===== src/hdl/lz77_pkg.sv =====
// shared types and default sizes for the lz77 compressor
// byte, match length, match distance and block length vectors
// default window, longest and shortest match sizes

`default_nettype none

package lz77_pkg;

  //----------------------------------------------------------
  // data and field types
  //----------------------------------------------------------
  // one source byte
  typedef logic [7:0]  byte_t;

  // match length, up to 15
  typedef logic [3:0]  len_t;

  // match distance or history fill count, up to 31
  typedef logic [4:0]  dst_t;

  // byte count of one block
  typedef logic [15:0] blk_len_t;

  //----------------------------------------------------------
  // default sizes
  //----------------------------------------------------------
  // history depth in bytes
  localparam int DEF_WIN_SIZE = 16;

  // longest match, also the lookahead depth
  localparam int DEF_MAX_LEN  = 8;

  // below this a match is sent as a literal
  localparam int DEF_MIN_LEN  = 3;

endpackage

`default_nettype wire


===== src/hdl/lz77_buffer.sv =====
// history window and lookahead store for the lz77 compressor
// both are shift arrays, index 0 is the newest history byte
// and the oldest lookahead byte
// fill counts for both, cleared at block start

`timescale 1ns/1ps
`default_nettype none

module lz77_buffer #(
  parameter int WIN_SIZE = lz77_pkg::DEF_WIN_SIZE,
  parameter int MAX_LEN  = lz77_pkg::DEF_MAX_LEN
) (
  input  logic                                clk,
  input  logic                                rstn,
  input  logic                                start_i,
  input  logic                                push_i,
  input  lz77_pkg::byte_t                     dat_i,
  input  logic                                shift_i,
  output lz77_pkg::byte_t [WIN_SIZE-1:0]      hist_o,
  output lz77_pkg::byte_t [MAX_LEN-1:0]       la_o,
  output lz77_pkg::dst_t                      win_cnt_o,
  output lz77_pkg::len_t                      la_cnt_o
);

  import lz77_pkg::*;

  byte_t [WIN_SIZE-1:0] hist_q;
  byte_t [MAX_LEN-1:0]  la_q;
  dst_t                 win_cnt_q;
  len_t                 la_cnt_q;
  logic                 blk_start;

  // a start with live lookahead belongs to a running block
  assign blk_start = start_i && (la_cnt_q == '0);

  //----------------------------------------------------------
  // fill counts
  //----------------------------------------------------------
  always_ff @(posedge clk or negedge rstn) begin
    if (!rstn) begin
      win_cnt_q <= '0;
      la_cnt_q  <= '0;
    end else if (blk_start) begin
      win_cnt_q <= '0;
      la_cnt_q  <= '0;
    end else if (shift_i) begin
      la_cnt_q <= la_cnt_q - len_t'(1);
      // history saturates at the window depth
      if (win_cnt_q < dst_t'(WIN_SIZE)) begin
        win_cnt_q <= win_cnt_q + dst_t'(1);
      end
    end else if (push_i) begin
      la_cnt_q <= la_cnt_q + len_t'(1);
    end
  end

  //----------------------------------------------------------
  // byte storage
  //----------------------------------------------------------
  always_ff @(posedge clk) begin
    if (shift_i) begin
      // oldest lookahead byte becomes distance 1
      hist_q <= {hist_q[WIN_SIZE-2:0], la_q[0]};
      la_q   <= {byte_t'(0), la_q[MAX_LEN-1:1]};
    end else if (push_i) begin
      // append behind the last valid lookahead byte
      for (int i = 0; i < MAX_LEN; i++) begin
        if (la_cnt_q == len_t'(i)) begin
          la_q[i] <= dat_i;
        end
      end
    end
  end

  assign hist_o    = hist_q;
  assign la_o      = la_q;
  assign win_cnt_o = win_cnt_q;
  assign la_cnt_o  = la_cnt_q;

endmodule

`default_nettype wire


===== src/hdl/lz77_ctrl.sv =====
// block control for the lz77 compressor
// fsm over update, search, emit and shift
// token register, consumed byte count and output strobes

`timescale 1ns/1ps
`default_nettype none

module lz77_ctrl (
  input  logic               clk,
  input  logic               rstn,
  input  logic               start_i,
  input  lz77_pkg::blk_len_t cfg_len_i,
  input  logic               fill_done_i,
  input  logic               srch_done_i,
  input  lz77_pkg::len_t     best_len_i,
  input  lz77_pkg::dst_t     best_dst_i,
  input  logic               is_lit_i,
  input  lz77_pkg::byte_t    la_i,
  output logic               fill_en_o,
  output logic               srch_go_o,
  output logic               shift_o,
  output logic               val_o,
  output logic               flg_lit_o,
  output lz77_pkg::byte_t    dat_lit_o,
  output lz77_pkg::len_t     dat_len_o,
  output lz77_pkg::dst_t     dat_dst_o,
  output logic               flg_lst_o,
  output logic               done_o
);

  import lz77_pkg::*;

  typedef enum logic [2:0] {
    ST_IDLE,
    ST_UPDATE,
    ST_SEARCH,
    ST_EMIT,
    ST_SHIFT
  } state_t;

  state_t   state_q;
  state_t   state_nxt;
  blk_len_t blk_len_q;
  blk_len_t cons_q;
  len_t     sh_cnt_q;
  logic     tok_last_q;
  logic     tok_lit_q;
  byte_t    tok_byte_q;
  len_t     tok_len_q;
  dst_t     tok_dst_q;
  len_t     len_sel;
  logic     last_sel;

  // a literal always consumes one byte
  assign len_sel  = is_lit_i ? len_t'(1) : best_len_i;
  assign last_sel = (cons_q + blk_len_t'(len_sel)) == blk_len_q;

  //----------------------------------------------------------
  // state machine
  //----------------------------------------------------------
  always_comb begin
    state_nxt = state_q;
    case (state_q)
      ST_IDLE:   if (start_i && (cfg_len_i != '0)) state_nxt = ST_UPDATE;
      ST_UPDATE: if (fill_done_i) state_nxt = ST_SEARCH;
      ST_SEARCH: if (srch_done_i) state_nxt = ST_EMIT;
      ST_EMIT:   state_nxt = ST_SHIFT;
      ST_SHIFT: begin
        if (sh_cnt_q == len_t'(1)) begin
          state_nxt = tok_last_q ? ST_IDLE : ST_UPDATE;
        end
      end
      default:   state_nxt = ST_IDLE;
    endcase
  end

  always_ff @(posedge clk or negedge rstn) begin
    if (!rstn) begin
      state_q    <= ST_IDLE;
      blk_len_q  <= '0;
      cons_q     <= '0;
      sh_cnt_q   <= '0;
      tok_last_q <= 1'b0;
    end else begin
      state_q <= state_nxt;
      if ((state_q == ST_IDLE) && (state_nxt == ST_UPDATE)) begin
        blk_len_q <= cfg_len_i;
        cons_q    <= '0;
      end
      if ((state_q == ST_SEARCH) && srch_done_i) begin
        tok_last_q <= last_sel;
      end
      if (state_q == ST_EMIT) begin
        sh_cnt_q <= tok_len_q;
      end
      // one byte moves into the history per shift cycle
      if (shift_o) begin
        sh_cnt_q <= sh_cnt_q - len_t'(1);
        cons_q   <= cons_q + blk_len_t'(1);
      end
    end
  end

  //----------------------------------------------------------
  // token register
  //----------------------------------------------------------
  always_ff @(posedge clk) begin
    if ((state_q == ST_SEARCH) && srch_done_i) begin
      tok_lit_q  <= is_lit_i;
      tok_byte_q <= la_i;
      tok_len_q  <= len_sel;
      tok_dst_q  <= is_lit_i ? dst_t'(0) : best_dst_i;
    end
  end

  //----------------------------------------------------------
  // strobes and token fields
  //----------------------------------------------------------
  assign fill_en_o = state_q == ST_UPDATE;
  assign srch_go_o = fill_en_o && fill_done_i;
  assign shift_o   = state_q == ST_SHIFT;
  assign val_o     = state_q == ST_EMIT;

  // fields read as zero between tokens
  assign flg_lit_o = val_o && tok_lit_q;
  assign dat_lit_o = val_o ? tok_byte_q : byte_t'(0);
  assign dat_len_o = val_o ? tok_len_q : len_t'(0);
  assign dat_dst_o = val_o ? tok_dst_q : dst_t'(0);
  assign flg_lst_o = val_o && tok_last_q;
  assign done_o    = val_o && tok_last_q;

endmodule

`default_nettype wire


===== src/hdl/lz77_fetch.sv =====
// source read issue for the lz77 compressor
// counts the block bytes still to fetch and keeps the lookahead topped up
// one-cycle read latency, returning data is pushed into the buffer

`timescale 1ns/1ps
`default_nettype none

module lz77_fetch #(
  parameter int MAX_LEN = lz77_pkg::DEF_MAX_LEN
) (
  input  logic               clk,
  input  logic               rstn,
  input  logic               start_i,
  input  lz77_pkg::blk_len_t cfg_len_i,
  input  logic               fill_en_i,
  input  lz77_pkg::len_t     la_cnt_i,
  output logic               src_rd_o,
  output logic               push_o,
  output logic               fill_done_o
);

  import lz77_pkg::*;

  blk_len_t   rem_q;
  logic       push_q;
  logic [4:0] la_pend;
  logic       room;
  logic       blk_idle;

  //----------------------------------------------------------
  // fill rule
  //----------------------------------------------------------
  // lookahead bytes held plus the read in flight
  assign la_pend = {1'b0, la_cnt_i} + {4'd0, push_q};
  assign room    = la_pend < 5'(MAX_LEN);

  // nothing left to fetch and everything fetched already consumed
  assign blk_idle = (rem_q == '0) && !push_q && (la_cnt_i == '0);

  assign src_rd_o    = fill_en_i && (rem_q != '0) && room;
  assign fill_done_o = fill_en_i && !push_q && ((rem_q == '0) || !room);
  assign push_o      = push_q;

  always_ff @(posedge clk or negedge rstn) begin
    if (!rstn) begin
      rem_q  <= '0;
      push_q <= 1'b0;
    end else begin
      // data comes back one cycle after the read
      push_q <= src_rd_o;
      if (start_i && blk_idle) begin
        rem_q <= cfg_len_i;
      end else if (src_rd_o) begin
        rem_q <= rem_q - blk_len_t'(1);
      end
    end
  end

endmodule

`default_nettype wire


===== src/hdl/lz77_match.sv =====
// longest match search for the lz77 compressor
// one candidate bit per distance, narrowed one byte position per cycle
// priority pick of the smallest surviving distance
// literal decision below the minimum length

`timescale 1ns/1ps
`default_nettype none

module lz77_match #(
  parameter int WIN_SIZE = lz77_pkg::DEF_WIN_SIZE,
  parameter int MAX_LEN  = lz77_pkg::DEF_MAX_LEN,
  parameter int MIN_LEN  = lz77_pkg::DEF_MIN_LEN
) (
  input  logic                           clk,
  input  logic                           rstn,
  input  logic                           srch_go_i,
  input  lz77_pkg::byte_t [WIN_SIZE-1:0] hist_i,
  input  lz77_pkg::byte_t [MAX_LEN-1:0]  la_i,
  input  lz77_pkg::dst_t                 win_cnt_i,
  input  lz77_pkg::len_t                 la_cnt_i,
  output logic                           srch_done_o,
  output lz77_pkg::len_t                 best_len_o,
  output lz77_pkg::dst_t                 best_dst_o,
  output logic                           is_lit_o
);

  import lz77_pkg::*;

  // bit j stands for distance j+1
  logic [WIN_SIZE-1:0] cand_q;
  logic [WIN_SIZE-1:0] cand_init;
  logic [WIN_SIZE-1:0] cand_nxt;
  logic                busy_q;
  len_t                k_q;
  byte_t               la_k;
  dst_t                pick_dst;
  logic                srch_end;
  len_t                best_len_q;
  dst_t                best_dst_q;

  //----------------------------------------------------------
  // candidate compare
  //----------------------------------------------------------
  // only distances inside the current history
  always_comb begin
    for (int j = 0; j < WIN_SIZE; j++) begin
      cand_init[j] = j < int'(win_cnt_i);
    end
  end

  // lookahead byte under test this cycle
  always_comb begin
    la_k = '0;
    for (int i = 0; i < MAX_LEN; i++) begin
      if (k_q == len_t'(i)) begin
        la_k = la_i[i];
      end
    end
  end

  // source byte k of distance j+1 sits at history offset j-k
  always_comb begin
    cand_nxt = cand_q;
    for (int j = 0; j < WIN_SIZE; j++) begin
      if (j < int'(k_q)) begin
        // source would run into the lookahead
        cand_nxt[j] = 1'b0;
      end else if (hist_i[j - int'(k_q)] != la_k) begin
        cand_nxt[j] = 1'b0;
      end
    end
  end

  // lowest set bit wins
  always_comb begin
    pick_dst = '0;
    for (int j = WIN_SIZE - 1; j >= 0; j--) begin
      if (cand_nxt[j]) begin
        pick_dst = dst_t'(j + 1);
      end
    end
  end

  //----------------------------------------------------------
  // search sequence
  //----------------------------------------------------------
  // early end on an empty candidate set or an exhausted lookahead
  assign srch_end = busy_q && ((cand_q == '0) || (k_q >= la_cnt_i));

  always_ff @(posedge clk or negedge rstn) begin
    if (!rstn) begin
      busy_q     <= 1'b0;
      k_q        <= '0;
      cand_q     <= '0;
      best_len_q <= '0;
      best_dst_q <= '0;
    end else if (srch_go_i) begin
      busy_q     <= 1'b1;
      k_q        <= '0;
      cand_q     <= cand_init;
      best_len_q <= len_t'(1);
      best_dst_q <= '0;
    end else if (srch_end) begin
      busy_q <= 1'b0;
    end else if (busy_q) begin
      cand_q <= cand_nxt;
      k_q    <= k_q + len_t'(1);
      if (cand_nxt != '0) begin
        best_len_q <= k_q + len_t'(1);
        best_dst_q <= pick_dst;
      end
    end
  end

  assign srch_done_o = srch_end;
  assign best_len_o  = best_len_q;
  assign best_dst_o  = best_dst_q;
  assign is_lit_o    = best_len_q < len_t'(MIN_LEN);

endmodule

`default_nettype wire


===== src/hdl/lz77_top.sv =====
// top level of the byte-serial lz77 compressor
// sets the sizes and connects fetch, buffer, match and control

`timescale 1ns/1ps
`default_nettype none

module lz77_top #(
  parameter int WIN_SIZE = lz77_pkg::DEF_WIN_SIZE,
  parameter int MAX_LEN  = lz77_pkg::DEF_MAX_LEN,
  parameter int MIN_LEN  = lz77_pkg::DEF_MIN_LEN
) (
  input  logic               clk,
  input  logic               rstn,
  input  logic               start_i,
  input  lz77_pkg::blk_len_t cfg_len_i,
  output logic               src_rd_o,
  input  lz77_pkg::byte_t    src_dat_i,
  output logic               val_o,
  output logic               flg_lit_o,
  output lz77_pkg::byte_t    dat_lit_o,
  output lz77_pkg::len_t     dat_len_o,
  output lz77_pkg::dst_t     dat_dst_o,
  output logic               flg_lst_o,
  output logic               done_o
);

  import lz77_pkg::*;

  logic                 fill_en;
  logic                 fill_done;
  logic                 push;
  logic                 shift;
  logic                 srch_go;
  logic                 srch_done;
  len_t                 best_len;
  dst_t                 best_dst;
  logic                 is_lit;
  byte_t [WIN_SIZE-1:0] hist;
  byte_t [MAX_LEN-1:0]  la;
  dst_t                 win_cnt;
  len_t                 la_cnt;

  //----------------------------------------------------------
  // pipeline peers
  //----------------------------------------------------------
  lz77_fetch #(.MAX_LEN(MAX_LEN)) lz77_fetch_i (
    .clk(clk), .rstn(rstn), .start_i(start_i), .cfg_len_i(cfg_len_i),
    .fill_en_i(fill_en), .la_cnt_i(la_cnt), .src_rd_o(src_rd_o),
    .push_o(push), .fill_done_o(fill_done)
  );

  lz77_buffer #(.WIN_SIZE(WIN_SIZE), .MAX_LEN(MAX_LEN)) lz77_buffer_i (
    .clk(clk), .rstn(rstn), .start_i(start_i), .push_i(push),
    .dat_i(src_dat_i), .shift_i(shift), .hist_o(hist), .la_o(la),
    .win_cnt_o(win_cnt), .la_cnt_o(la_cnt)
  );

  lz77_match #(.WIN_SIZE(WIN_SIZE), .MAX_LEN(MAX_LEN), .MIN_LEN(MIN_LEN)) lz77_match_i (
    .clk(clk), .rstn(rstn), .srch_go_i(srch_go), .hist_i(hist), .la_i(la),
    .win_cnt_i(win_cnt), .la_cnt_i(la_cnt), .srch_done_o(srch_done),
    .best_len_o(best_len), .best_dst_o(best_dst), .is_lit_o(is_lit)
  );

  lz77_ctrl lz77_ctrl_i (
    .clk(clk), .rstn(rstn), .start_i(start_i), .cfg_len_i(cfg_len_i),
    .fill_done_i(fill_done), .srch_done_i(srch_done), .best_len_i(best_len),
    .best_dst_i(best_dst), .is_lit_i(is_lit), .la_i(la[0]),
    .fill_en_o(fill_en), .srch_go_o(srch_go), .shift_o(shift), .val_o(val_o),
    .flg_lit_o(flg_lit_o), .dat_lit_o(dat_lit_o), .dat_len_o(dat_len_o),
    .dat_dst_o(dat_dst_o), .flg_lst_o(flg_lst_o), .done_o(done_o)
  );

endmodule

`default_nettype wire


===== config.mk =====
export PLATFORM = sky130hd
export DESIGN_NAME = lz77_top
export DESIGN_NICKNAME = d
export VERILOG_FILES = /design/src/hdl/lz77_pkg.sv /design/src/hdl/lz77_buffer.sv /design/src/hdl/lz77_ctrl.sv /design/src/hdl/lz77_fetch.sv /design/src/hdl/lz77_match.sv /design/src/hdl/lz77_top.sv
export SDC_FILE = /design/constraint.sdc
export NUM_CORES = 1
export LEC_CHECK = 0
export ABC_AREA = 1
export BUFFER_PORTS_ARGS = -buffer_cell sky130_fd_sc_hd__buf_2
export CAP_MARGIN = 20
export CORE_MARGIN = 8
export CORE_UTILIZATION = 60
export DETAILED_ROUTE_END_ITERATION = 10
export PLACE_DENSITY = 0.77
export REMOVE_ABC_BUFFERS = 1
export SLEW_MARGIN = 20
export SYNTH_ARGS = -nofsm -noshare
export SYNTH_HDL_FRONTEND = slang
export SYNTH_SLANG_ARGS = --single-unit

===== constraint.sdc =====
create_clock -name clk -period 11.3 [get_ports clk]
set_input_delay 1.13 -clock clk [delete_from_list [all_inputs] [get_ports clk]]
set_output_delay 1.13 -clock clk [all_outputs]
set_load 0.02 [all_outputs]

==> impl_metrics.toml <==
[synth]
synth_xor_xnor_area_share = 0.0302
synth_flop_cell = "edfxtp_1"
synthDominantCellAreaShare = 0.270
synthMuxAreaShare = 0.00934
yosys_register_bits = 306
syn_avg_cell_area_um2 = 7.07
synth_compound_area_frac = 0.151
syn-cell-area_mm2 = 0.0225
yosys.area_share.adder = 0.0192
yosysTopAreaCell = "edfxtp_1"
synth-edff-count = 202
yosys-top-cells-area = "edfxtp_1 (27%), nand2_1 (17%), dfrtp_1 (11%)"
yosys_warnings = 0
yosysUniqueCellTypes = 75
synth_top_family_by_area = "simple AND/OR/NAND/NOR gates"
syn_inst = 3184
synthSimpleGateAreaFrac = 0.304
synthArstFlopShare = 0.314
yosysSeqAreaShare = 0.384

[route]
drt_first_pass_iters = 8
drt_iter0_markers = 2756
ant_nets = 0
routed_wl_um = 77400
wl_per_cell_um = 21.3
vias_per_cell = 5.98
drc_errors = 0
vias = 21800

[clock_tree]
clock-sinks = 306
worst_skew_pair.late_latency_ps = 560
root_buffer = "clkbuf_16"
post_cts_buffers = 0
cts_tree = "built"
htreeDepth = 2
cts_resized = 0
clockBufferDepth = 3
clk_pin_slew_worst_paths_ps = 60
hold_buffers = 0
cts-buffers-inserted = 35

[sta]
rsz0062_at_grt = "false"
fin_skew_ps = 19.7
timing_worst_slew_pin_value_ps = 1110
setup_viol = 0
fin_setup_tns_ps = 0
post-route-period-util = 0.489
slew_violations = 0
fmax_mhz = 181
maxSlewHeadroom = 0.249
period_needed_ps = 5520
hold_viol = 0

[critical_path]
arrival_ps = 6020
r2r_end = "lz77_match_i.best_len_o[2]$_DFFE_PN0P_"
cp-endpoint = "lz77_match_i.best_len_o[2]$_DFFE_PN0P_"
start_kind = "flip-flop"
ff2ff_setup_slack_ps = 5780
critPathCaptureType = "flip-flop"
r2r-start = "lz77_match_i.k_q[0]$_DFFE_PN0P_"
crit_required_ps = 11800
cp-startpoint = "lz77_match_i.k_q[0]$_DFFE_PN0P_"
path_max_fanout = 108
r2r_cells = 22
critPathKind = "reg2reg"

[floorplan]
die_width_um = 210
die_h_um = 210
start_util = 0.603
dieArea_mm2 = 0.0439
core-area_mm2 = 0.0373
rows = 71
ioPinCount = 49

[global_route]
grt_pass1_wl_um = 118000
antenna_found_initial = 0
grt_pass1_vias = 20200
gr-total-overflow = 0
grt_max_degree = 109
grt_usage = 0.348

[place]
portBuffers = 48
dp_hpwl_um = 58700
post_dp_cell_area_mm2 = 0.0226
gp_congestion = 1.12

[status]
status = "completed"

[final_layout]
fin_nets = 3199
regArea_mm2 = 0.00863
multi_input_area_mm2 = 0.0116
nFillCells = 3303
design_area_mm2 = 0.0238
syn2layout_area_growth_pct = 5.70
final_layout_size_suffix_gt1_frac = 0.0752

[job]
max-cap-violations = 0

[hold_path]
min_path_type = "reg2reg"
-- logic make-up after synthesis --
logic type      Yosys count
simple gates           1606
compound gates          619
buf+inv                 526
flops                   306
xor+xnor                 72
fa+ha+maj                34
mux                      21
-- cells in the mapped netlist (6+ instances only) --
library cell and number:
nand2_1 1021, inv_1 348, o21ai_0 297, nand3_1 214, edfxtp_1 202, nor2_1 174, o21ai_1 158, dfrtp_1 96
a21oi_1 62, clkbuf_1 56, xor2_1 50, buf_2 44, or2_2 37, ha_1 33, nand4_1 32, or2_1 30
buf_6 29, nor3_1 29, mux2i_1 21, nand2_2 21, nor4_1 19, o221ai_1 19, xnor2_1 17, buf_1 15
o211ai_1 13, a31oi_1 12, inv_2 12, buf_4 11, o21ai_2 10, o22ai_1 10, dfxtp_1 8, clkinv_1 7
nor2_2 6, o21a_1 6
-- stage by stage --
stage           util  setup slack (ps)  instances  hold slack [ps]
2_1_floorplan      -              2900       3028              426
5_1_grt        0.637              5410       3638              453
6_report       0.637              5780       3639              446
4_1_cts        0.637              5980       3638              444
3_5_place_dp   0.606              6060       3575              432
3_3_place_gp   0.606              6030       3575              429
-- final cells by class --
type	count	share of cell area
multi-input cells	2352	0.486
flip-flops and latches	306	0.363
inverters	370	0.0588
clock buffers	43	0.0381
well taps	474	0.0249
repair buffers	73	0.0183
clock inverters	20	0.0104
diodes	1	0.000105
-- routing by layer --
layer | global-route usage | share of wire | vias up | wire length [um]
li1 | - | - | 10400 | -
met1 | 0.441 | 0.39 | 9959 | 30300
met2 | 0.538 | 0.44 | 1185 | 33700
met3 | 0.0571 | 0.090 | 262 | 7000
met4 | 0.251 | 0.083 | 0 | 6420
met5 | 0 | 0 | - | 0
-- sequential cells by signal, summed over array words and instances (netlist names) --
register / flops
lz77_ctrl_i.tok_last_q: 1
lz77_match_i.best_dst_o: 5
lz77_ctrl_i.tok_len_q: 4
lz77_ctrl_i.tok_byte_q: 8
lz77_ctrl_i.blk_len_q: 16
lz77_ctrl_i.state_q: 3
lz77_buffer_i.win_cnt_o: 5
lz77_ctrl_i.tok_lit_q: 1
lz77_buffer_i.hist_o: 128
lz77_buffer_i.la_o: 64
lz77_match_i.k_q: 4
lz77_match_i.cand_q: 16
lz77_buffer_i.la_cnt_o: 4
lz77_match_i.busy_q: 1
lz77_ctrl_i.sh_cnt_q: 4
lz77_ctrl_i.cons_q: 16
lz77_fetch_i.rem_q: 16
lz77_match_i.best_len_o: 4
lz77_fetch_i.push_o: 1
lz77_ctrl_i.tok_dst_q: 5
-- cell usage in the layout, fill, tap and decap left out, drive strengths merged, types with 3 or more instances in the layout --
master     n
xnor2     18
a21oi     63
o21a       6
nand4     32
clkbuf    43
nor3      31
mux2i     21
o211ai    13
o22ai     10
nor2     181
nor4      21
a221oi     3
bufinv     4
nand2   1044
ha        33
o221ai    19
xor2      54
buf       73
a31oi     12
dfrtp     96
a211oi     4
nand3    216
or2       70
clkinv    22
o21ai    465
edfxtp   202
dfxtp      8
inv      363
-- critical path, stage by stage (launching register included) --
cell	delay, ps
dfrtp_4	660
buf_4	700
buf_4	830
nand2_1	120
o21ai_1	160
or2_2	150
nand2_1	50
o21ai_1	200
inv_1	80
o21ai_0	740
or2_1	250
nand4_1	90
nor3_1	130
nand4_1	130
nor3_2	260
nor2_1	140
nand2_1	100
nor2_2	50
nand3_1	80
nand2_2	100
nor2_2	140
nand2_1	70
nand2_1	80
-- worst min-delay path by stage --
| stage | startpoint | endpoint | cells past startpoint |
|---|---|---|---|
| after CTS | lz77_buffer_i.hist_o[107]$_DFFE_PP_ | lz77_buffer_i.hist_o[115]$_DFFE_PP_ | 0 |
| after global placement | lz77_buffer_i.hist_o[11]$_DFFE_PP_ | lz77_buffer_i.hist_o[19]$_DFFE_PP_ | 0 |
| final | lz77_buffer_i.hist_o[94]$_DFFE_PP_ | lz77_buffer_i.hist_o[102]$_DFFE_PP_ | 0 |
| after detailed placement | lz77_buffer_i.hist_o[107]$_DFFE_PP_ | lz77_buffer_i.hist_o[115]$_DFFE_PP_ | 0 |
| after floorplan | lz77_buffer_i.hist_o[92]$_DFFE_PP_ | lz77_buffer_i.hist_o[100]$_DFFE_PP_ | 0 |
| after global routing | lz77_buffer_i.hist_o[107]$_DFFE_PP_ | lz77_buffer_i.hist_o[115]$_DFFE_PP_ | 0 |
Power is not shown: default switching activity piles up to over one toggle a cycle in this logic, so the estimate is an artifact.
